File: src/hw/rv_pkg.sv
`default_nettype none

package rv_pkg;
    localparam int XLEN   = 32;
    localparam int MEM_AW = 8;

    localparam logic [6:0] OPCODE_LOAD    = 7'b0000011;
    localparam logic [6:0] OPCODE_STORE   = 7'b0100011;
    localparam logic [6:0] OPCODE_OPIMM   = 7'b0010011;
    localparam logic [6:0] OPCODE_OP      = 7'b0110011;
    localparam logic [6:0] OPCODE_LUI     = 7'b0110111;
    localparam logic [6:0] OPCODE_AUIPC   = 7'b0010111;
    localparam logic [6:0] OPCODE_BRANCH  = 7'b1100011;
    localparam logic [6:0] OPCODE_JAL     = 7'b1101111;
    localparam logic [6:0] OPCODE_JALR    = 7'b1100111;
    localparam logic [6:0] OPCODE_MISCMEM = 7'b0001111;
    localparam logic [6:0] OPCODE_SYSTEM  = 7'b1110011;

    localparam logic [2:0] FUNCT3_ADD  = 3'd0;
    localparam logic [2:0] FUNCT3_SLL  = 3'd1;
    localparam logic [2:0] FUNCT3_SLT  = 3'd2;
    localparam logic [2:0] FUNCT3_SLTU = 3'd3;
    localparam logic [2:0] FUNCT3_XOR  = 3'd4;
    localparam logic [2:0] FUNCT3_SR   = 3'd5;
    localparam logic [2:0] FUNCT3_OR   = 3'd6;
    localparam logic [2:0] FUNCT3_AND  = 3'd7;

    localparam logic [2:0] FUNCT3_BEQ  = 3'd0;
    localparam logic [2:0] FUNCT3_BNE  = 3'd1;
    localparam logic [2:0] FUNCT3_BLT  = 3'd4;
    localparam logic [2:0] FUNCT3_BGE  = 3'd5;
    localparam logic [2:0] FUNCT3_BLTU = 3'd6;
    localparam logic [2:0] FUNCT3_BGEU = 3'd7;

    localparam logic [2:0] FUNCT3_LB  = 3'd0;
    localparam logic [2:0] FUNCT3_LH  = 3'd1;
    localparam logic [2:0] FUNCT3_LW  = 3'd2;
    localparam logic [2:0] FUNCT3_LBU = 3'd4;
    localparam logic [2:0] FUNCT3_LHU = 3'd5;
    localparam logic [2:0] FUNCT3_SB  = 3'd0;
    localparam logic [2:0] FUNCT3_SH  = 3'd1;
    localparam logic [2:0] FUNCT3_SW  = 3'd2;

    localparam logic [2:0] FUNCT3_JALR  = 3'd0;
    localparam logic [2:0] FUNCT3_FENCE = 3'd0;
    localparam logic [2:0] FUNCT3_ECALL = 3'd0;
    localparam logic [2:0] FUNCT3_CSRRW = 3'd1; // Immediate forms share the low bits.
    localparam logic [2:0] FUNCT3_CSRRS = 3'd2;
    localparam logic [2:0] FUNCT3_CSRRC = 3'd3;

    localparam logic [6:0]  FUNCT7_ADD = 7'b0000000;
    localparam logic [6:0]  FUNCT7_SUB = 7'b0100000;
    localparam logic [11:0] IMM_ECALL  = 12'h000;
    localparam logic [11:0] IMM_EBREAK = 12'h001;

    localparam logic [2:0] ST_IDLE  = 3'd0;
    localparam logic [2:0] ST_FETCH = 3'd1;
    localparam logic [2:0] ST_FWAIT = 3'd2;
    localparam logic [2:0] ST_EXEC  = 3'd3;
    localparam logic [2:0] ST_MEM   = 3'd4;
    localparam logic [2:0] ST_MWAIT = 3'd5;
    localparam logic [2:0] ST_STOP  = 3'd6;

    typedef union packed {
        struct packed {
            logic [6:0] funct7;
            logic [4:0] rs2;
            logic [4:0] rs1;
            logic [2:0] funct3;
            logic [4:0] rd;
            logic [6:0] opcode;
        } r;
        struct packed {
            logic [11:0] imm11_0;
            logic [4:0]  rs1;
            logic [2:0]  funct3;
            logic [4:0]  rd;
            logic [6:0]  opcode;
        } i;
        struct packed {
            logic [6:0] imm11_5;
            logic [4:0] rs2;
            logic [4:0] rs1;
            logic [2:0] funct3;
            logic [4:0] imm4_0;
            logic [6:0] opcode;
        } s;
        struct packed {
            logic       imm12;
            logic [5:0] imm10_5;
            logic [4:0] rs2;
            logic [4:0] rs1;
            logic [2:0] funct3;
            logic [3:0] imm4_1;
            logic       imm11;
            logic [6:0] opcode;
        } b;
        struct packed {
            logic [19:0] imm31_12;
            logic [4:0]  rd;
            logic [6:0]  opcode;
        } u;
        struct packed {
            logic       imm20;
            logic [9:0] imm10_1;
            logic       imm11;
            logic [7:0] imm19_12;
            logic [4:0] rd;
            logic [6:0] opcode;
        } j;
    } rv_inst_t;
endpackage

`default_nettype wire

File: src/hw/mem_arbiter.sv
`timescale 1ns/1ns
`default_nettype none

module mem_arbiter import rv_pkg::*; (
    input  logic              host_req,
    input  logic              host_we,
    input  logic [MEM_AW-1:0] host_addr,
    input  logic [XLEN-1:0]   host_wdata,
    input  logic              dreq,
    input  logic              dwe,
    input  logic [MEM_AW-1:0] daddr,
    input  logic [XLEN-1:0]   dwdata,
    input  logic              freq,
    input  logic [MEM_AW-1:0] faddr,
    output logic              host_ack,
    output logic              dack,
    output logic              fack,
    output logic              ram_we,
    output logic [MEM_AW-1:0] ram_addr,
    output logic [XLEN-1:0]   ram_wdata
);
    assign host_ack = host_req;
    assign dack     = dreq && !host_req;
    assign fack     = freq && !host_req && !dreq;

    always_comb begin
        if (host_req) begin
            ram_we    = host_we;
            ram_addr  = host_addr;
            ram_wdata = host_wdata;
        end else if (dreq) begin
            ram_we    = dwe;
            ram_addr  = daddr;
            ram_wdata = dwdata;
        end else begin
            ram_we    = 1'b0; // Fetch or no request.
            ram_addr  = faddr;
            ram_wdata = dwdata;
        end
    end

endmodule

`default_nettype wire

File: config.mk
export PLATFORM = sky130hd
export DESIGN_NAME = mem_arbiter
export DESIGN_NICKNAME = d
export VERILOG_FILES = /design/src/hw/rv_pkg.sv /design/src/hw/mem_arbiter.sv
export SDC_FILE = /design/constraint.sdc
export NUM_CORES = 1
export LEC_CHECK = 0
export ABC_AREA = 1
export BUFFER_PORTS_ARGS = -buffer_cell sky130_fd_sc_hd__buf_4
export CORE_UTILIZATION = 27
export DETAILED_ROUTE_END_ITERATION = 8
export PLACE_DENSITY_LB_ADDON = 0.15
export SLEW_MARGIN = 40
export SYNTH_ARGS = -nofsm -noshare
export SYNTH_HDL_FRONTEND = slang
export SYNTH_SLANG_ARGS = --single-unit
File: constraint.sdc
create_clock -name vclk -period 0.8
set_input_delay 0.08 -clock vclk [all_inputs]
set_output_delay 0.08 -clock vclk [all_outputs]
set_load 0.05 [all_outputs]
* Word level (Yosys, flattened, before mapping)
Index checks and enable logic that the tools add are counted.
Operators by class: reduce and logical (&&, ||, !) cells 5, muxes and demuxes 5
Operators with widths (number):
- two-way mux 32 bit | 1
- two-way mux 8 bit | 2
- logical AND 1 bit | 3
- zero test 1 bit | 2
- two-way mux 1 bit | 2
Word-level totals: register bits 0, input bits 93

* Depth between registers and ports, before layout
Gate-level depths: netlist of the first run.
depth in word-level cells 3, gate-level depth with buffers 5, gate-level depth less buffers 3

* Worst setup path after synthesis of the first run
No wires, ideal clock.
path kind input to output, start input host_req, end output ram_we, buffers on the path 1, setup slack -599 ps, data required time 720 ps, arrival 1319 ps, stages on the path 2, cells stage by stage buf_6 -> o21ai_0
Between the ends: cells in the longest elaborated chain, start to end 1
RTL lines:
- start, declared | line mem_arbiter.sv:5 | input logic host_req,
- two-way mux 1 bit | line mem_arbiter.sv:27 | if (host_req) begin
- end, declared | line mem_arbiter.sv:18 | output logic ram_we,
No other way between the ends.

* Worst setup path after layout of the first run
start input host_req, end output ram_addr[1]
Between the ends: cells in the longest elaborated chain, start to end 1
RTL lines:
- two-way mux 8 bit | line mem_arbiter.sv:27
- end, declared | line mem_arbiter.sv:19 | output logic [MEM_AW-1:0] ram_addr,
No other way between the ends.

==> results of run 1 <==
==> layout by cell type (no fill, tap or decap) <==
cell        instances
inv_12              1
nand2_2            39
o21ai_2             1
clkinvlp_4          1
buf_4             129
buf_12              1
nand3_2            14
buf_8               7
nand2_4             1
nand2_1            76
nor2_4              2
buf_6               6
nand3_1             2
==> per-stage QoR <==
step | utilization, % | std cells
final | 77.1 | 310
after global routing | 77.1 | 310
after CTS | 76.1 | 310
after detailed placement | 72.7 | 310
after global placement | 72.7 | 310
after floorplan | - | 148
==> cell type report <==
class | instances | area, sq um | area share, %
inverters | 2 | 23.8 | 1.22
well taps | 30 | 37.5 | 1.93
repair buffers | 143 | 1160 | 59.7
multi-input cells | 135 | 722 | 37.1
==> layer usage <==
layer	wire length (microns)	track usage, %	part of all wire, %
met2	1810	43.4	55
met4	0	0	0
met5	0	0	0
met1	1120	22.9	34
met3	386	4.24	12
==> worst max-delay path, delay by kind of cell <==
family	cells	cell delay, ns
buffers and inverters	2	0.26
AND/OR/NAND/NOR	3	0.43
==> how the worst min path moves through the flow <==
stage,startpoint,to,slack [ns],cells past startpoint
after detailed placement,dwdata[14],ram_wdata[14],0.51,4
after global routing,faddr[4],ram_addr[4],0.50,4
after CTS,faddr[5],ram_addr[5],0.49,4
after floorplan,freq,fack,0.28,2
final,faddr[0],ram_addr[0],0.48,4
after global placement,dwdata[14],ram_wdata[14],0.51,4
==> cell families (layout without fill, tap and decap cells) <==
family | Yosys count | after routing | synth area share, %
buffers and inverters | 13 | 145 | 18.2
AO/OA/AOI/OAI | 1 | 1 | 0.687
AND/OR/NAND/NOR | 134 | 134 | 81.1
==> what timing repair did <==
action                     in CTS  in global routing
hold endpoints to repair        0                  0
pin swaps                       2                  6
hold buffers                    0                  0
gates resized for setup        23                  8
setup endpoints to repair      44                 43
==> report_power, final <==
part	switching [mW]	leakage (nW)	total (mW)	internal (mW)
Sequential	0	0	0	0
Clock	0	0	0	0
Combinational	1.01	1.14	1.72	0.713
==> out/qor.csv, run 1 <==
metric;value;unit
grt_util_all_layers;21.2;%
die_w;53.9;microns
power_density;885;nW/um^2
firstDrtPassIters;4;
die_height;53.9;microns
drive_above_1_share;72.1;%
yosysTopAreaCellShare;59.8;%
drc;0;
path_class;in -> out;
setup_tns;-0.361;ns
worstSetupEndpointType;primary output;
placed_area;1830;sq um
netlist_top_cells_area;nand2_1, nand3_2, buf_6;
synth_warnings;0;
regArea;0;sq um
grt_max_degree;43;
dp_hpwl;2650;microns
route.antenna.remaining_nets;0;
max_freq;1.16;GHz
worst_hold_path_type;in -> out;
rsz0062_at_grt;true;
initial_utilization;28.9;%
power.leakage;1.14;nW
status;complete, but fails checks;
yosysTopAreaCell;nand2_1;
clockBufferCount;0;
syn_nets;241;
total_power;1.72;mW
fin_nets;375;
start_kind;input port;
setup_viol;8;
wire_per_inst;10.7;microns
ys_seq_area_share;0;%
cpMaxStageDelayCell;nor2_4;
dieArea;2910;sq um
insertedDiodeCount;0;
endpoint;ram_addr[1];
netlist_top_cells_count;nand2_1, nand3_2, buf_6;
num_vias;1369;
io_buffers;137;
grt_pass1_vias;1101;
synthMostInstantiatedCell;nand2_1;
post_cts_buffers;0;
critical_path.startpoint;host_req;
drtIter0Drc;12;
critPathRequiredTime;0.72;ns
worst_ep_arrival_time;0.78;ns
post-route-period-util;108;%
syn_area;728;sq um
vdd_drop_max;0.646;mV
rows;18;
cp_cell_sequence;buf_12, nor2_4, nand2_1, nand3_2, buf_8;
tightest_slew;0.284;ns
maxSlewViolCount;0;
area_growth;167;%
layout_setup_ws;-0.0607;ns
place_congestion;0.797;
core_area;2520;sq um
period_needed;0.861;ns
finalHoldViolations;0;
preCtsSetupSlack;-0.127;ns
syn-instance-count;148;
failed_checks;setup timing;
antenna_found_initial;0;
fill_cells;199;
grt_first_pass_wirelength;4680;microns
critPathMaxFanout;8;
holdWs;0.479;ns
synth.avg_cell_area;4.92;sq um
maxSlewHeadroom;81.0;%
n_sequential_cell;0;
viasPerCell;4.42;
max_cap_violations;0;
io_pins;137;
overflow;0;
drt-total-wl;3310;microns
slowest_delay;0.24;ns
ys_types;11;
design_area;1940;sq um
Note: power is estimated with default switching activity, not from simulation.
==> run 2: changes to the inputs <==
--- a/config.mk
+++ b/config.mk
@@ -9,7 +9,7 @@
 export BUFFER_PORTS_ARGS = -buffer_cell sky130_fd_sc_hd__buf_4
 export CORE_UTILIZATION = 27
 export DETAILED_ROUTE_END_ITERATION = 8
-export PLACE_DENSITY_LB_ADDON = 0.15
+export PLACE_DENSITY = 0.8
 export SLEW_MARGIN = 40
 export SYNTH_ARGS = -nofsm -noshare
 export SYNTH_HDL_FRONTEND = slang
==> constraint.sdc (replaced) <==
create_clock -name vclk -period 0.9
set_input_delay 0.09 -clock vclk [all_inputs]
set_output_delay 0.09 -clock vclk [all_outputs]
set_load 0.05 [all_outputs]
==> out/qor.csv, run 2 (synthesized netlist as in run 1, its figures left out) <==
metric;value;unit
fill_cells;222;
finalHoldViolations;0;
layout_common_cells;buf_4, nand2_1, nand3_2, buf_6, buf_8;
grt_max_degree;25;
utilization;76.1;%
switching_share;57.7;%
setup_viol;1;
placed_area;1790;sq um
stdcell_count;316;
tightest_slew;0.281;ns
cp_cell_sequence;buf_12, nor2_4, nand2_1, nand3_2, buf_8;
overflow;0;
failed_checks;setup timing;
period_needed;0.909;ns
layout_commonest_cell;buf_4;
critPathRequiredTime;0.81;ns
antenna_found_initial;0;
setup_tns;-0.00946;ns
clockBufferCount;0;
initial_utilization;28.9;%
io_buffers;137;
drive_above_1_share;60.1;%
design_area;1920;sq um
start_kind;input port;
intPower;642;uW
power_density;790;nW/um^2
p_sw;874;uW
layout_setup_ws;-0.00946;ns
max_cap_violations;0;
maxSlewViolCount;0;
drt-total-wl;3350;microns
rows;18;
grt_pass1_vias;1100;
grt_util_all_layers;18.8;%
cpMaxStageDelayCell;nor2_4;
place_congestion;0.744;
preCtsSetupSlack;-0.0752;ns
dp_hpwl;2740;microns
path_class;in -> out;
worstSetupEndpointType;primary output;
die_height;53.9;microns
vdd_drop_max;0.576;mV
dpl.cell_count;316;
slowest_delay;0.25;ns
core_area;2520;sq um
total_power;1.52;mW
wire_per_inst;10.6;microns
io_pins;137;
post-route-period-util;101;%
regArea;0;sq um
max_freq;1.10;GHz
power.leakage;1.18;nW
holdBufCountCts;0;
route.antenna.remaining_nets;0;
worst_hold_path_type;in -> out;
pwr-share-seq;0;%
fin_nets;381;
worst_ep_arrival_time;0.82;ns
viasPerCell;4.43;
insertedDiodeCount;0;
p_clk_share;0;%
dieArea;2910;sq um
holdWs;0.504;ns
power_frac_comb;100.0;%
n_sequential_cell;0;
num_vias;1400;
grt_first_pass_wirelength;4170;microns
firstDrtPassIters;3;
rsz0062_at_grt;true;
drtIter0Drc;8;
maxSlewHeadroom;81.2;%
die_w;53.9;microns
critPathMaxFanout;8;
status;complete, but fails checks;
area_growth;164;%
drc;0;
run 2: layout make-up:
type / count / area, sq um / area share [%]
Multi-Input combinational cell: 135 / 629 / 32.8
Timing Repair Buffer: 149 / 1240 / 64.5
Inverter: 2 / 15.0 / 0.782
Tap cell: 30 / 37.5 / 1.96
run 2: final timing paths:
check,startpoint,to,slack (ns),cells past startpoint
worst min-delay path,faddr[5],ram_addr[5],0.50,4
worst max-delay path,host_req,ram_addr[6],-0.009,5
run 2: critical path: cells and delay by family:
family                 cells  cell delay [ns]
AND/OR/NAND/NOR            3             0.45
buffers and inverters      2             0.27
run 2: power groups by stage:
stage          registers (mW)  logic (mW)  clock network (mW)
3_5_place_dp                0        1.42                   0
2_1_floorplan               0       0.841                   0
3_3_place_gp                0        1.41                   0
5_1_grt                     0        1.60                   0
4_1_cts                     0        1.45                   0
6_report                    0        1.52                   0
run 2: what timing repair did:
action / 4_1_cts / 5_1_grt
pin swaps: 0 / 5
gates resized for setup: 7 / 28
setup buffers: 0 / 0
setup endpoints to repair: 25 / 39
run 2: layer usage:
layer	GRT usage (%)	part of all wire (%)
met5	0	0
met2	40.5	56
met4	3.95	1.5
met1	18.0	32
met3	2.54	10
==> run 3: changes to the inputs <==
--- a/config.mk
+++ b/config.mk
@@ -14,3 +14,4 @@
 export SYNTH_ARGS = -nofsm -noshare
 export SYNTH_HDL_FRONTEND = slang
 export SYNTH_SLANG_ARGS = --single-unit
+export TNS_END_PERCENT = 1
==> out/qor.csv, run 3 (synthesized netlist as in run 1, its figures left out) <==
metric;value;unit
layout_commonest_cell;buf_4;
slowest_delay;0.19;ns
maxSlewViolCount;0;
dp_hpwl;2530;microns
clockBufferCount;0;
cpMaxStageDelayCell;nor2_4;
intPower;563;uW
drtIter0Drc;10;
drive_above_1_share;56.8;%
critPathMaxFanout;8;
pwr-share-seq;0;%
setup_tns;0;ns
total_power;1.41;mW
finalHoldViolations;0;
io_pins;137;
die_w;53.9;microns
tightest_slew;0.189;ns
p_clk_share;0;%
post-route-period-util;94.1;%
endpoint;ram_addr[6];
insertedDiodeCount;0;
max_freq;1.18;GHz
dpl.cell_count;309;
area_growth;142;%
post_cts_buffers;0;
dieArea;2910;sq um
regArea;0;sq um
fin_nets;375;
layout_common_cells;buf_4, nand2_1, nand3_2, buf_6, nand3_1;
preCtsSetupSlack;-0.0251;ns
period_needed;0.847;ns
overflow;0;
firstDrtPassIters;4;
worst_ep_arrival_time;0.76;ns
power_frac_comb;100.0;%
status;finished clean;
core_area;2520;sq um
critPathRequiredTime;0.81;ns
worst_hold_path_type;in -> out;
worstSetupEndpointType;primary output;
antenna_found_initial;0;
p_sw;848;uW
cp_cell_sequence;buf_4, nor2_4, nand2_1, nand3_1, buf_4;
grt_max_degree;43;
start_kind;input port;
num_vias;1348;
initial_utilization;28.9;%
layout_setup_ws;0.0534;ns
switching_share;60.1;%
power_density;800;nW/um^2
vdd_drop_max;0.584;mV
setup_viol;0;
critical_path.startpoint;dreq;
stdcell_count;310;
max_cap_violations;0;
maxSlewHeadroom;87.4;%
wire_per_inst;10.3;microns
fill_cells;253;
path_class;in -> out;
utilization;69.9;%
place_congestion;0.775;
n_sequential_cell;0;
multi_input_area;602;sq um
grt_first_pass_wirelength;4010;microns
io_buffers;137;
rows;18;
route.antenna.remaining_nets;0;
power.leakage;1.11;nW
cpMostUsedCell;buf_4;
drc;0;
drt-total-wl;3200;microns
viasPerCell;4.35;
grt_util_all_layers;18.0;%
grt_pass1_vias;960;
die_height;53.9;microns
rsz0062_at_grt;false;
-- run 3: cell count changes in the layout (fill, tap and decap cells not counted), sizes merged --
cell    previous run  this run
buf              149       142
clkinv             0         1
-- run 3: power by group through the flow --
stage               Clock, mW  Sequential (mW)  Combinational [mW]
floorplan                   0                0               0.838
global placement            0                0                1.38
detailed placement          0                0                1.39
CTS                         0                0                1.39
global route                0                0                1.50
finish                      0                0                1.41
-- run 3: stage by stage --
step / cell area (sq um) / hold slack [ns]
after global placement: 1720 / 0.523
after floorplan: 734 / 0.346
after CTS: 1720 / 0.527
final: 1760 / 0.515
after global routing: 1760 / 0.542
after detailed placement: 1720 / 0.526
-- run 3: area by class of cell --
type / instances / area share (%)
multi-input combinational: 135 / 34.1
timing repair buffer: 142 / 62.1
inverter: 2 / 1.13
timing repair inverter: 1 / 0.496
tap: 30 / 2.13
-- run 3: critical path: cells and delay by family --
kind | cells | cell delay, ns
buf+inv | 2 | 0.32
simple gates | 3 | 0.34
-- run 3: worst min path at each step --
stage	depth (start not counted)	startpoint	end	slack, ns
6_report	4	faddr[2]	ram_addr[2]	0.51
5_1_grt	4	dwdata[0]	ram_wdata[0]	0.54
4_1_cts	4	dwdata[24]	ram_wdata[24]	0.53
3_5_place_dp	4	dwdata[24]	ram_wdata[24]	0.53
3_3_place_gp	4	dwdata[31]	ram_wdata[31]	0.52
2_1_floorplan	2	freq	fack	0.35
-- run 3: metal layers --
layer  part of all wire, %  up-vias  track usage [%]
met3                    10        0             2.82
met1                    38      573             20.8
met5                     0        -                0
li1                      -      713                -
met4                     0        0                0
met2                    52       62             35.8
-- run 3: what timing repair did --
action / CTS / global route
setup endpoints to repair: 12 / 43
resized for setup: 0 / 9
gates cloned: 0 / 1
hold buffers: 0 / 0
hold endpoints to repair: 0 / 0
