### src/hw/rv_pkg.sv
`default_nettype none

package rv_pkg;
    localparam int XLEN   = 32;
    localparam int MEM_AW = 8;

    localparam logic [6:0] OPCODE_LOAD    = 7'b0000011;
    localparam logic [6:0] OPCODE_STORE   = 7'b0100011;
    localparam logic [6:0] OPCODE_OPIMM   = 7'b0010011;
    localparam logic [6:0] OPCODE_OP      = 7'b0110011;
    localparam logic [6:0] OPCODE_LUI     = 7'b0110111;
    localparam logic [6:0] OPCODE_AUIPC   = 7'b0010111;
    localparam logic [6:0] OPCODE_BRANCH  = 7'b1100011;
    localparam logic [6:0] OPCODE_JAL     = 7'b1101111;
    localparam logic [6:0] OPCODE_JALR    = 7'b1100111;
    localparam logic [6:0] OPCODE_MISCMEM = 7'b0001111;
    localparam logic [6:0] OPCODE_SYSTEM  = 7'b1110011;

    localparam logic [2:0] FUNCT3_ADD  = 3'd0;
    localparam logic [2:0] FUNCT3_SLL  = 3'd1;
    localparam logic [2:0] FUNCT3_SLT  = 3'd2;
    localparam logic [2:0] FUNCT3_SLTU = 3'd3;
    localparam logic [2:0] FUNCT3_XOR  = 3'd4;
    localparam logic [2:0] FUNCT3_SR   = 3'd5;
    localparam logic [2:0] FUNCT3_OR   = 3'd6;
    localparam logic [2:0] FUNCT3_AND  = 3'd7;

    localparam logic [2:0] FUNCT3_BEQ  = 3'd0;
    localparam logic [2:0] FUNCT3_BNE  = 3'd1;
    localparam logic [2:0] FUNCT3_BLT  = 3'd4;
    localparam logic [2:0] FUNCT3_BGE  = 3'd5;
    localparam logic [2:0] FUNCT3_BLTU = 3'd6;
    localparam logic [2:0] FUNCT3_BGEU = 3'd7;

    localparam logic [2:0] FUNCT3_LB  = 3'd0;
    localparam logic [2:0] FUNCT3_LH  = 3'd1;
    localparam logic [2:0] FUNCT3_LW  = 3'd2;
    localparam logic [2:0] FUNCT3_LBU = 3'd4;
    localparam logic [2:0] FUNCT3_LHU = 3'd5;
    localparam logic [2:0] FUNCT3_SB  = 3'd0;
    localparam logic [2:0] FUNCT3_SH  = 3'd1;
    localparam logic [2:0] FUNCT3_SW  = 3'd2;

    localparam logic [2:0] FUNCT3_JALR  = 3'd0;
    localparam logic [2:0] FUNCT3_FENCE = 3'd0;
    localparam logic [2:0] FUNCT3_ECALL = 3'd0;
    localparam logic [2:0] FUNCT3_CSRRW = 3'd1; // Immediate forms share the low bits.
    localparam logic [2:0] FUNCT3_CSRRS = 3'd2;
    localparam logic [2:0] FUNCT3_CSRRC = 3'd3;

    localparam logic [6:0]  FUNCT7_ADD = 7'b0000000;
    localparam logic [6:0]  FUNCT7_SUB = 7'b0100000;
    localparam logic [11:0] IMM_ECALL  = 12'h000;
    localparam logic [11:0] IMM_EBREAK = 12'h001;

    localparam logic [2:0] ST_IDLE  = 3'd0;
    localparam logic [2:0] ST_FETCH = 3'd1;
    localparam logic [2:0] ST_FWAIT = 3'd2;
    localparam logic [2:0] ST_EXEC  = 3'd3;
    localparam logic [2:0] ST_MEM   = 3'd4;
    localparam logic [2:0] ST_MWAIT = 3'd5;
    localparam logic [2:0] ST_STOP  = 3'd6;

    typedef union packed {
        struct packed {
            logic [6:0] funct7;
            logic [4:0] rs2;
            logic [4:0] rs1;
            logic [2:0] funct3;
            logic [4:0] rd;
            logic [6:0] opcode;
        } r;
        struct packed {
            logic [11:0] imm11_0;
            logic [4:0]  rs1;
            logic [2:0]  funct3;
            logic [4:0]  rd;
            logic [6:0]  opcode;
        } i;
        struct packed {
            logic [6:0] imm11_5;
            logic [4:0] rs2;
            logic [4:0] rs1;
            logic [2:0] funct3;
            logic [4:0] imm4_0;
            logic [6:0] opcode;
        } s;
        struct packed {
            logic       imm12;
            logic [5:0] imm10_5;
            logic [4:0] rs2;
            logic [4:0] rs1;
            logic [2:0] funct3;
            logic [3:0] imm4_1;
            logic       imm11;
            logic [6:0] opcode;
        } b;
        struct packed {
            logic [19:0] imm31_12;
            logic [4:0]  rd;
            logic [6:0]  opcode;
        } u;
        struct packed {
            logic       imm20;
            logic [9:0] imm10_1;
            logic       imm11;
            logic [7:0] imm19_12;
            logic [4:0] rd;
            logic [6:0] opcode;
        } j;
    } rv_inst_t;
endpackage

`default_nettype wire

### src/hw/inst_decode.sv
`timescale 1ns/1ns
`default_nettype none

module inst_decode import rv_pkg::*; (
    input  logic [XLEN-1:0] inst,
    output logic            invalid_inst,
    output logic [6:0]      opcode,
    output logic [2:0]      f3,
    output logic [4:0]      rd,
    output logic [4:0]      rs1,
    output logic [4:0]      rs2,
    output logic [XLEN-1:0] imm,
    output logic [2:0]      op,
    output logic            mod
);
    rv_inst_t        iw;
    logic [6:0]      f7;
    logic [XLEN-1:0] ii;
    logic [XLEN-1:0] si;
    logic [XLEN-1:0] bi;
    logic [XLEN-1:0] ui;
    logic [XLEN-1:0] ji;
    logic            sub_or_sra;
    logic            shift_imm;
    logic            valid_f7;
    logic            valid_csr;
    logic            valid_call;
    logic            bad;

    assign iw     = inst;
    assign opcode = iw.r.opcode;
    assign f3     = iw.r.funct3;
    assign rd     = iw.r.rd;
    assign rs1    = iw.r.rs1;
    assign rs2    = iw.r.rs2;
    assign f7     = iw.r.funct7;

    assign ii = {{20{iw.i.imm11_0[11]}}, iw.i.imm11_0};
    assign si = {{20{iw.s.imm11_5[6]}}, iw.s.imm11_5, iw.s.imm4_0};
    assign bi = {{19{iw.b.imm12}}, iw.b.imm12, iw.b.imm11, iw.b.imm10_5, iw.b.imm4_1, 1'b0};
    assign ui = {iw.u.imm31_12, 12'b0};
    assign ji = {{11{iw.j.imm20}}, iw.j.imm20, iw.j.imm19_12, iw.j.imm11, iw.j.imm10_1, 1'b0};

    assign sub_or_sra = f3 == FUNCT3_ADD || f3 == FUNCT3_SR;
    assign shift_imm  = f3 == FUNCT3_SLL || f3 == FUNCT3_SR;
    assign valid_f7   = f7 == FUNCT7_ADD || (f7 == FUNCT7_SUB && sub_or_sra); // MUL fails here.
    assign valid_csr  = f3[1:0] == FUNCT3_CSRRW[1:0] || f3[1:0] == FUNCT3_CSRRS[1:0]
                     || f3[1:0] == FUNCT3_CSRRC[1:0];
    assign valid_call = f3 == FUNCT3_ECALL && iw.i.rd == 5'd0 && iw.i.rs1 == 5'd0
                     && (iw.i.imm11_0 == IMM_ECALL || iw.i.imm11_0 == IMM_EBREAK);

    always_comb begin
        imm = '0;
        op  = FUNCT3_ADD; // Address forming opcodes add.
        mod = 1'b0;
        bad = 1'b0;
        case (opcode)
            OPCODE_LUI, OPCODE_AUIPC: imm = ui;
            OPCODE_JAL: imm = ji;
            OPCODE_JALR: begin
                imm = ii;
                bad = f3 != FUNCT3_JALR;
            end
            OPCODE_BRANCH: begin
                imm = bi;
                bad = !(f3 inside {FUNCT3_BEQ, FUNCT3_BNE, FUNCT3_BLT,
                                   FUNCT3_BGE, FUNCT3_BLTU, FUNCT3_BGEU});
            end
            OPCODE_LOAD: begin
                imm = ii;
                bad = !(f3 inside {FUNCT3_LB, FUNCT3_LH, FUNCT3_LW, FUNCT3_LBU, FUNCT3_LHU});
            end
            OPCODE_STORE: begin
                imm = si;
                bad = !(f3 inside {FUNCT3_SB, FUNCT3_SH, FUNCT3_SW});
            end
            OPCODE_OPIMM: begin
                imm = ii;
                op  = f3;
                mod = f3 == FUNCT3_SR && f7[5]; // SRAI only.
                bad = shift_imm && !valid_f7;
            end
            OPCODE_OP: begin
                op  = f3;
                mod = f7[5];
                bad = !valid_f7;
            end
            OPCODE_MISCMEM: begin
                imm = ii;
                bad = f3 != FUNCT3_FENCE;
            end
            OPCODE_SYSTEM: begin
                imm = ii;
                bad = !(valid_call || valid_csr);
            end
            default: bad = 1'b1;
        endcase
    end

    assign invalid_inst = opcode[1:0] != 2'b11 || bad; // Compressed prefixes are rejected.

endmodule

`default_nettype wire

### src/hw/rv_alu.sv
`timescale 1ns/1ns
`default_nettype none

module rv_alu import rv_pkg::*; (
    input  logic [XLEN-1:0] a,
    input  logic [XLEN-1:0] b,
    input  logic [2:0]      op,
    input  logic            mod,
    output logic [XLEN-1:0] y
);
    logic [4:0]             shamt;
    logic signed [XLEN-1:0] sra;

    assign shamt = b[4:0];
    assign sra   = $signed(a) >>> shamt;

    always_comb begin
        case (op)
            FUNCT3_ADD:  y = mod ? a - b : a + b;
            FUNCT3_SLL:  y = a << shamt;
            FUNCT3_SLT:  y = {{(XLEN-1){1'b0}}, $signed(a) < $signed(b)};
            FUNCT3_SLTU: y = {{(XLEN-1){1'b0}}, a < b};
            FUNCT3_XOR:  y = a ^ b;
            FUNCT3_SR:   y = mod ? sra : a >> shamt;
            FUNCT3_OR:   y = a | b;
            default:     y = a & b;
        endcase
    end

endmodule

`default_nettype wire

### src/hw/rv_regfile.sv
`timescale 1ns/1ns
`default_nettype none

module rv_regfile import rv_pkg::*; (
    input  logic            clk,
    input  logic            rst_n,
    input  logic [4:0]      rs1,
    input  logic [4:0]      rs2,
    input  logic [4:0]      rd,
    input  logic            we,
    input  logic [XLEN-1:0] wd,
    output logic [XLEN-1:0] rd1,
    output logic [XLEN-1:0] rd2
);
    logic [XLEN-1:0] regs [1:31];

    always_ff @(posedge clk) begin
        if (!rst_n) begin
            for (int i = 1; i < 32; i++) begin
                regs[i] <= '0;
            end
        end else if (we && rd != 5'd0) begin
            regs[rd] <= wd;
        end
    end

    assign rd1 = (rs1 == 5'd0) ? '0 : regs[rs1]; // x0 is hardwired.
    assign rd2 = (rs2 == 5'd0) ? '0 : regs[rs2];

endmodule

`default_nettype wire

### src/hw/rv_core.sv
`timescale 1ns/1ns
`default_nettype none

module rv_core import rv_pkg::*; (
    input  logic              clk,
    input  logic              rst_n,
    input  logic              run,
    input  logic [XLEN-1:0]   rdata,
    input  logic              dack,
    input  logic              fack,
    output logic              freq,
    output logic [MEM_AW-1:0] faddr,
    output logic              dreq,
    output logic              dwe,
    output logic [MEM_AW-1:0] daddr,
    output logic [XLEN-1:0]   dwdata,
    output logic              halted,
    output logic              trap
);
    logic [2:0]      state;
    logic [XLEN-1:0] pc;
    rv_inst_t        ir;
    logic            invalid_inst;
    logic [6:0]      opcode;
    logic [2:0]      f3;
    logic [4:0]      rd;
    logic [4:0]      rs1;
    logic [4:0]      rs2;
    logic [XLEN-1:0] imm;
    logic [2:0]      op;
    logic            mod;
    logic [XLEN-1:0] rd1;
    logic [XLEN-1:0] rd2;
    logic [XLEN-1:0] alu_y;
    logic [XLEN-1:0] pc_plus4;
    logic [XLEN-1:0] next_pc;
    logic            take;
    logic            is_call;
    logic            is_mem;
    logic            rf_we;
    logic [XLEN-1:0] rf_wd;

    inst_decode u_inst_decode (
        .inst(ir), .invalid_inst(invalid_inst), .opcode(opcode), .f3(f3), .rd(rd),
        .rs1(rs1), .rs2(rs2), .imm(imm), .op(op), .mod(mod)
    );

    rv_alu u_rv_alu (
        .a(opcode == OPCODE_AUIPC ? pc : rd1), .b(opcode == OPCODE_OP ? rd2 : imm),
        .op(op), .mod(mod), .y(alu_y)
    );

    rv_regfile u_rv_regfile (
        .clk(clk), .rst_n(rst_n), .rs1(rs1), .rs2(rs2), .rd(rd),
        .we(rf_we), .wd(rf_wd), .rd1(rd1), .rd2(rd2)
    );

    assign pc_plus4 = pc + 32'd4;
    assign is_mem   = opcode == OPCODE_LOAD || opcode == OPCODE_STORE;
    assign is_call  = opcode == OPCODE_SYSTEM && ir.i.funct3 == FUNCT3_ECALL
                   && (ir.i.imm11_0 == IMM_ECALL || ir.i.imm11_0 == IMM_EBREAK);

    assign freq   = state == ST_FETCH;
    assign faddr  = pc[MEM_AW+1:2];
    assign dreq   = state == ST_MEM;
    assign dwe    = dreq && opcode == OPCODE_STORE;
    assign daddr  = alu_y[MEM_AW+1:2];
    assign dwdata = rd2;

    always_comb begin
        case (f3)
            FUNCT3_BEQ:  take = rd1 == rd2;
            FUNCT3_BNE:  take = rd1 != rd2;
            FUNCT3_BLT:  take = $signed(rd1) < $signed(rd2);
            FUNCT3_BGE:  take = $signed(rd1) >= $signed(rd2);
            FUNCT3_BLTU: take = rd1 < rd2;
            FUNCT3_BGEU: take = rd1 >= rd2;
            default:     take = 1'b0;
        endcase
        case (opcode)
            OPCODE_JAL:    next_pc = pc + imm;
            OPCODE_JALR:   next_pc = {alu_y[XLEN-1:1], 1'b0};
            OPCODE_BRANCH: next_pc = take ? pc + imm : pc_plus4;
            default:       next_pc = pc_plus4;
        endcase
    end

    always_comb begin
        rf_we = 1'b0;
        rf_wd = alu_y;
        if (state == ST_MWAIT) begin
            rf_we = opcode == OPCODE_LOAD;
            rf_wd = rdata;
        end else if (state == ST_EXEC && !invalid_inst) begin
            case (opcode)
                OPCODE_LUI: begin
                    rf_we = 1'b1;
                    rf_wd = imm;
                end
                OPCODE_JAL, OPCODE_JALR: begin
                    rf_we = 1'b1;
                    rf_wd = pc_plus4; // Link address.
                end
                OPCODE_AUIPC, OPCODE_OP, OPCODE_OPIMM: rf_we = 1'b1;
                default: ;
            endcase
        end
    end

    always_ff @(posedge clk) begin
        if (state == ST_FWAIT) begin
            ir <= rdata;
        end
    end

    always_ff @(posedge clk) begin
        if (!rst_n) begin
            state  <= ST_IDLE;
            pc     <= '0;
            halted <= 1'b0;
            trap   <= 1'b0;
        end else begin
            case (state)
                ST_IDLE: begin
                    if (run) begin
                        state <= ST_FETCH;
                    end
                end
                ST_FETCH: begin
                    if (fack) begin
                        state <= ST_FWAIT;
                    end
                end
                ST_FWAIT: state <= ST_EXEC;
                ST_EXEC: begin
                    if (invalid_inst) begin
                        trap  <= 1'b1;
                        state <= ST_STOP;
                    end else if (is_call) begin
                        halted <= 1'b1;
                        state  <= ST_STOP;
                    end else if (is_mem) begin
                        state <= ST_MEM;
                    end else begin
                        pc    <= next_pc;
                        state <= ST_FETCH;
                    end
                end
                ST_MEM: begin
                    if (dack) begin
                        state <= ST_MWAIT;
                    end
                end
                ST_MWAIT: begin
                    pc    <= pc_plus4;
                    state <= ST_FETCH;
                end
                ST_STOP: begin
                    if (!run) begin
                        state  <= ST_IDLE;
                        pc     <= '0;
                        halted <= 1'b0;
                        trap   <= 1'b0;
                    end
                end
                default: state <= ST_IDLE;
            endcase
        end
    end

endmodule

`default_nettype wire

### config.mk
export PLATFORM = sky130hd
export DESIGN_NAME = rv_core
export DESIGN_NICKNAME = d
export VERILOG_FILES = /design/src/hw/rv_pkg.sv /design/src/hw/inst_decode.sv /design/src/hw/rv_alu.sv /design/src/hw/rv_regfile.sv /design/src/hw/rv_core.sv
export SDC_FILE = /design/constraint.sdc
export NUM_CORES = 2
export LEC_CHECK = 0
export ABC_CLOCK_PERIOD_IN_PS = 17650
export BUFFER_PORTS_ARGS = -buffer_cell sky130_fd_sc_hd__buf_2
export CORE_ASPECT_RATIO = 0.8
export CORE_MARGIN = 8
export CORE_UTILIZATION = 40
export DETAILED_ROUTE_END_ITERATION = 16
export PLACE_DENSITY_LB_ADDON = 0.08
export SLEW_MARGIN = 25
export SYNTH_ARGS = -nofsm -noshare
export SYNTH_HDL_FRONTEND = slang
export SYNTH_HIERARCHICAL = 1
export SYNTH_SLANG_ARGS = --single-unit
export TNS_END_PERCENT = 30
### constraint.sdc
create_clock -name clk -period 17.65 [get_ports clk]
set_clock_uncertainty 0.05 [all_clocks]
set_input_delay 0.8825 -clock clk [delete_from_list [all_inputs] [get_ports clk]]
set_output_delay 0.8825 -clock clk [all_outputs]
set_load 0.005 [all_outputs]
* Word level (Yosys, flattened, before mapping)
Memories as Yosys holds them, arrays and structs flattened. A register that Yosys moved wholly into a read port is not among the register bits.
Index checks and enable logic that the tools add are counted.
** Storage, ports and cells
- Memory bits (read-only) :: 0
- Memories kept :: 1
- Logic and storage cells :: 169
- RAM bits :: 992
- Flip-flop bits (word level) :: 69
- Latch bits :: 0
- Output and inout bits :: 53
** Cells by class
- Reductions and logical operators :: 53
- Bitwise operators :: 3
- Eq/ne operators :: 46
- Add/sub/neg operators :: 4
- Divide/modulo/power cells :: 0
- Magnitude comparators :: 6
- Shift operators :: 3
- Mux-type cells :: 48
- Multipliers :: 0
** Memory list
- u_rv_regfile.regs :: depth 31, bits a word 32, rd ports 2, clocked after Yosys merged registers in 2, wr ports 31, line rv_regfile.sv:15 : logic [XLEN-1:0] regs [1:31];
** Operators by type and width (number)
- $mux 32 :: 14
- $pmux 32 s7 :: 1
- $pmux 32 s3 :: 2
- $pmux 32 s5 :: 1
- $lt 32x32->1 :: 4
- $add 32x32->32 :: 2
- $ge 32x32->1 :: 2
- $pmux 32 s2 :: 1
- $add 32x3->32 const B :: 1
- $and 32x32->32 :: 1
- $eq 32x32->1 :: 1
- $ne 32x32->1 :: 1
- $or 32x32->32 :: 1
- $reduce_or 32->1 :: 1
- $shl 32x5->32 :: 1
- $shr 32x5->32 :: 1
- $sshr 32x5->32 :: 1
- $sub 32x32->32 :: 1
- $xor 32x32->32 :: 1
- $eq 3x3->1 const B :: 10
- $eq 7x6->1 const B :: 4
- $eq 7x7->1 const B :: 4
- $mux 3 :: 8
- $pmux 3 s7 :: 1
- 32 further kinds :: 98

* Longest topological paths before layout
- Depth after elaboration :: 18
- Mapped depth :: 32
- Mapped depth without buffers :: 22

* Cells and area by module
Netlist, hierarchy kept.
** Modules (own cells, without submodules)
- rv_regfile :: instances 1, cells an instance 3653, area an instance 54765.0 µm²
- rv_alu :: instances 1, cells an instance 1328, area an instance 8974.9 µm²
- rv_core :: instances 1, cells an instance 1082, area an instance 8134.1 µm²
- inst_decode :: instances 1, cells an instance 157, area an instance 1034.7 µm²

* Worst setup path before layout
No wires, ideal clock.
- Path type :: reg-to-reg
- Start :: register ir[21] in the netlist's numbering
- End :: memory u_rv_regfile.regs[10][31], data pin
- Path buffers :: 10
- Library setup time :: 255 ps
- Stages on the path, launching flop included :: 31
- Path slack :: 10944 ps
- Data arrival time :: 6401 ps
- Cells stage by stage :: edfxtp_1 -> buf_4 -> buf_2 -> buf_6 -> buf_4 -> and2_1 -> clkbuf_1 -> buf_2 -> a22oi_1 -> a21oi_1 -> nor4_1 -> inv_1 -> o21ai_0 -> buf_2 -> inv_1 -> buf_2 -> buf_1 -> ha_1 -> o21ba_1 -> a2111oi_4 -> o22ai_2 -> nor3_4 -> o2111ai_2 -> o31a_1 -> o311a_1 -> a222oi_1 -> o31ai_1 -> a221oi_1 -> nor2_1 -> clkbuf_1 -> and2_1
** RTL lines
- from (decl) :: line rv_core.sv:22 : rv_inst_t ir;
- from (signal assigned) :: line rv_core.sv:112 : ir <= rdata;
- to (decl) :: line rv_regfile.sv:15

==> flow_summary.ini <==
[synth]
synth.distinct_cells = 119
ys.warnings.count = 6
ys_seq_elements = 1093
post_synth_edffs = 1056
asyncSetResetFlopFracSynth_pct = 0
yosysSeqAreaShare_pct = 44.5
netlist_area_um2 = 72900
synthesis.instances = 6220
syn-mean-instance-area_um2 = 11.7
synth_flop_cell = edfxtp_1

[timing]
post-route-min-period_ps = 10410
grt_setup_unrepaired = false
hold_viol_final = 0
setup_total_negative_slack_ps = 0
postLayoutSetupSlackWorst_ps = 7240
finalCritPeriodShare_pct = 59.0
slew_headroom_pct = 12.9
tightest_slew_ps = 1300
timing.final.max_slew_violations = 0
finalSetupViolations = 0
fmaxAchievable_mhz = 96.1

[pwr]
switching_power_uw = 1980
clkPwrFrac_pct = 39.4
internal_power_uw = 4820
powerDensity_nw_per_um2 = 84.4
irDropWorstVdd_uv = 86.6
share_seq_of_total_power_pct = 44.1
power_switching_share_pct = 29.1
standby_leakage_power_uw = 0.0295
comb_power_share_pct = 16.5

[route]
avgRoutedWirePerCell_um = 38.2
postRouteAntennaNets = 0
drt_first_iter_violations = 8621
routed_wl_um = 329000
routed-via-count = 57353
routed_via_density = 6.66
dr.pass1.iters = 7
detail_route.drc_violations = 0

[die]
num_rows = 140
fp.coreArea_um2 = 182000
pin_count = 90
die_width_um = 493
floorplan.die_area_um2 = 196000
initial_core_util_pct = 40.1
die-height_um = 398

[global_route]
global_route_usage_sum_pct = 32.4
grt.overflow.total = 0
first_pass_grt_wire_length_um = 452000
grt_pass1_vias = 54410
antenna_found_initial = 20
grt_max_degree = 112

[run]
cap_viol_max_count = 0

[cts]
cts_buffers = 120
tritoncts = built
cts_root_buffer = clkbuf_16
post_cts_sizing = 0
cts.htree.levels = 3
worst_skew_pair.late_latency_ps = 800
cts.reportedPaths.clkPinSlew_ps = 60
post-cts-setup-buffer-count = 0
clock_sink_total = 1093
cts_hold_buf = 0
cts_buffer_depth = 3

[critical_path]
cp-end-kind = flip-flop
worst-path-max-fanout = 82
critPathLaunchType = flip-flop
critical_path_class = reg -> reg
critPathRequiredTime_ps = 18260
worst-endpoint-arrival_ps = 11020

[place]
gpl.final_weighted_congestion = 1.01
detailedPlacementHpwl_um = 211000
post_place_setup_slack_ps = 7760
io_buffer_count = 89

[status]
status = complete, no violations

[final_layout]
layout.nets = 6294
layout-drive-gt1-share_pct = 20.1
area.growth.synth_to_final_pct = 10.5

[hold_path]
hold_class = in -> reg
==> synthesized netlist by cell type, types with 22 or more instances <==
cell      instances  area (um^2)
edfxtp_1       1056        31700
and2_1         1039         6500
mux4_2          453        10200
clkbuf_1        388         1460
nor2_1          331         1240
mux2i_1         305         3050
a21oi_1         271         1360
nand2_1         225          845
o21ai_0         215         1080
ha_1            167         2090
inv_1           154          578
nor3_1          113          566
a22oi_1          94          706
buf_4            86          646
nand3_1          79          395
a211oi_1         78          586
mux2_2           77          867
nor2b_1          74          463
a22o_1           67          587
o22ai_1          65          407
a221oi_1         56          490
buf_2            54          270
xnor2_1          50          438
a31oi_1          43          269
buf_6            38          428
o221ai_1         38          333
dfxtp_1          37          741
a21o_1           34          255
buf_1            31          116
nor4_1           29          181
o211ai_1         28          210
o21bai_1         28          210
xor2_1           26          228
nand4_1          22          138
==> routing by layer <==
metal | wire, um | share of wire (%) | global-route usage [%] | up-vias
met2 | 138000 | 42 | 47.2 | 3892
met1 | 135000 | 41 | 45.6 | 29458
met4 | 20000 | 6.1 | 16.2 | 0
met5 | 0 | 0 | 0 | -
met3 | 35400 | 11 | 7.19 | 692
li1 | - | - | - | 23311
==> stage by stage <==
stage	instance area, um^2	hold slack [ps]	total power, uW	util [%]	std cells
after detailed placement	76400	422	4140	42.0	8379
after global routing	80500	250	6970	44.3	8606
after floorplan	73000	410	3650	-	6251
after CTS	80500	228	6800	44.3	8605
final	80500	276	6800	44.3	8618
after global placement	76200	423	4130	42.0	8376
==> worst max-delay path, cell delays in order, from the launching register on <==
cell and delay [ps]:
edfxtp_1 320, buf_4 520, buf_12 580, buf_12 600
mux4_2 330, nor2b_1 140, a211oi_1 90, nor4_2 940
inv_1 280, o21ai_4 370, inv_1 510, ha_1 530
o21ba_1 260, a2111oi_4 420, o22ai_2 190, nor3_4 320
o2111ai_2 250, nor4_1 720, a211oi_1 130, nor3b_1 190
nor3_1 870, a221oi_1 340, nor2_2 340, buf_4 430
and2_1 200
==> logic make-up after synthesis <==
kind of cell / after synthesis / share of synthesized area [%]
mux: 838 / 19.4
buf+inv: 768 / 5.01
compound gates: 1241 / 11.7
fa+ha+maj: 170 / 2.95
simple gates: 2033 / 15.5
other cells: 1 / 0.00514
flops: 1093 / 44.5
xor+xnor: 76 / 0.913
==> sequential cells by signal, indices dropped and copies added, names as in the netlist <==
signal,flops
u_rv_regfile/regs,1024
ir,32
pc,32
state,3
halted,1
trap,1
==> placed cells by master, fill, tap and decap left out, types with 67 or more instances in the layout <==
cell type	n
a211oi_1	74
a21oi_1	270
a22o_1	67
a22oi_1	94
and2_1	1036
buf_2	88
buf_4	222
clkbuf_16	121
edfxtp_1	1056
ha_1	167
inv_1	154
mux2_2	76
mux2i_1	305
mux4_2	453
nand2_1	223
nand3_1	78
nor2_1	277
nor3_1	102
o21ai_0	179
==> power by group through the flow <==
stage	Clock [uW]	Combinational, uW	Sequential [uW]
6_report	2680	1120	3000
5_1_grt	2800	1160	3000
4_1_cts	2710	1100	2990
2_1_floorplan	0	624	3020
3_3_place_gp	0	1090	3050
3_5_place_dp	0	1090	3050
==> path summary, 6_finish.rpt <==
kind,from,endpoint,slack [ps],depth (start not counted)
min reg2reg,trap,trap,440,2
max,ir[21],u_rv_regfile/regs[29][27],7240,24
min,rdata[0],ir[0],280,1
max reg2reg,ir[21],u_rv_regfile/regs[29][27],7240,24
==> area by class of cell <==
type	count	area, um^2
Antenna cell	13	32.5
Clock buffer	139	3100
Clock inverter	87	1010
Fill cell	16555	101000
Inverter	161	604
Multi-Input combinational cell	4390	38000
Sequential cell	1093	32500
Tap cell	2414	3020
Timing Repair Buffer	321	2350
No activity file was read; power rests on OpenSTA's default activity.
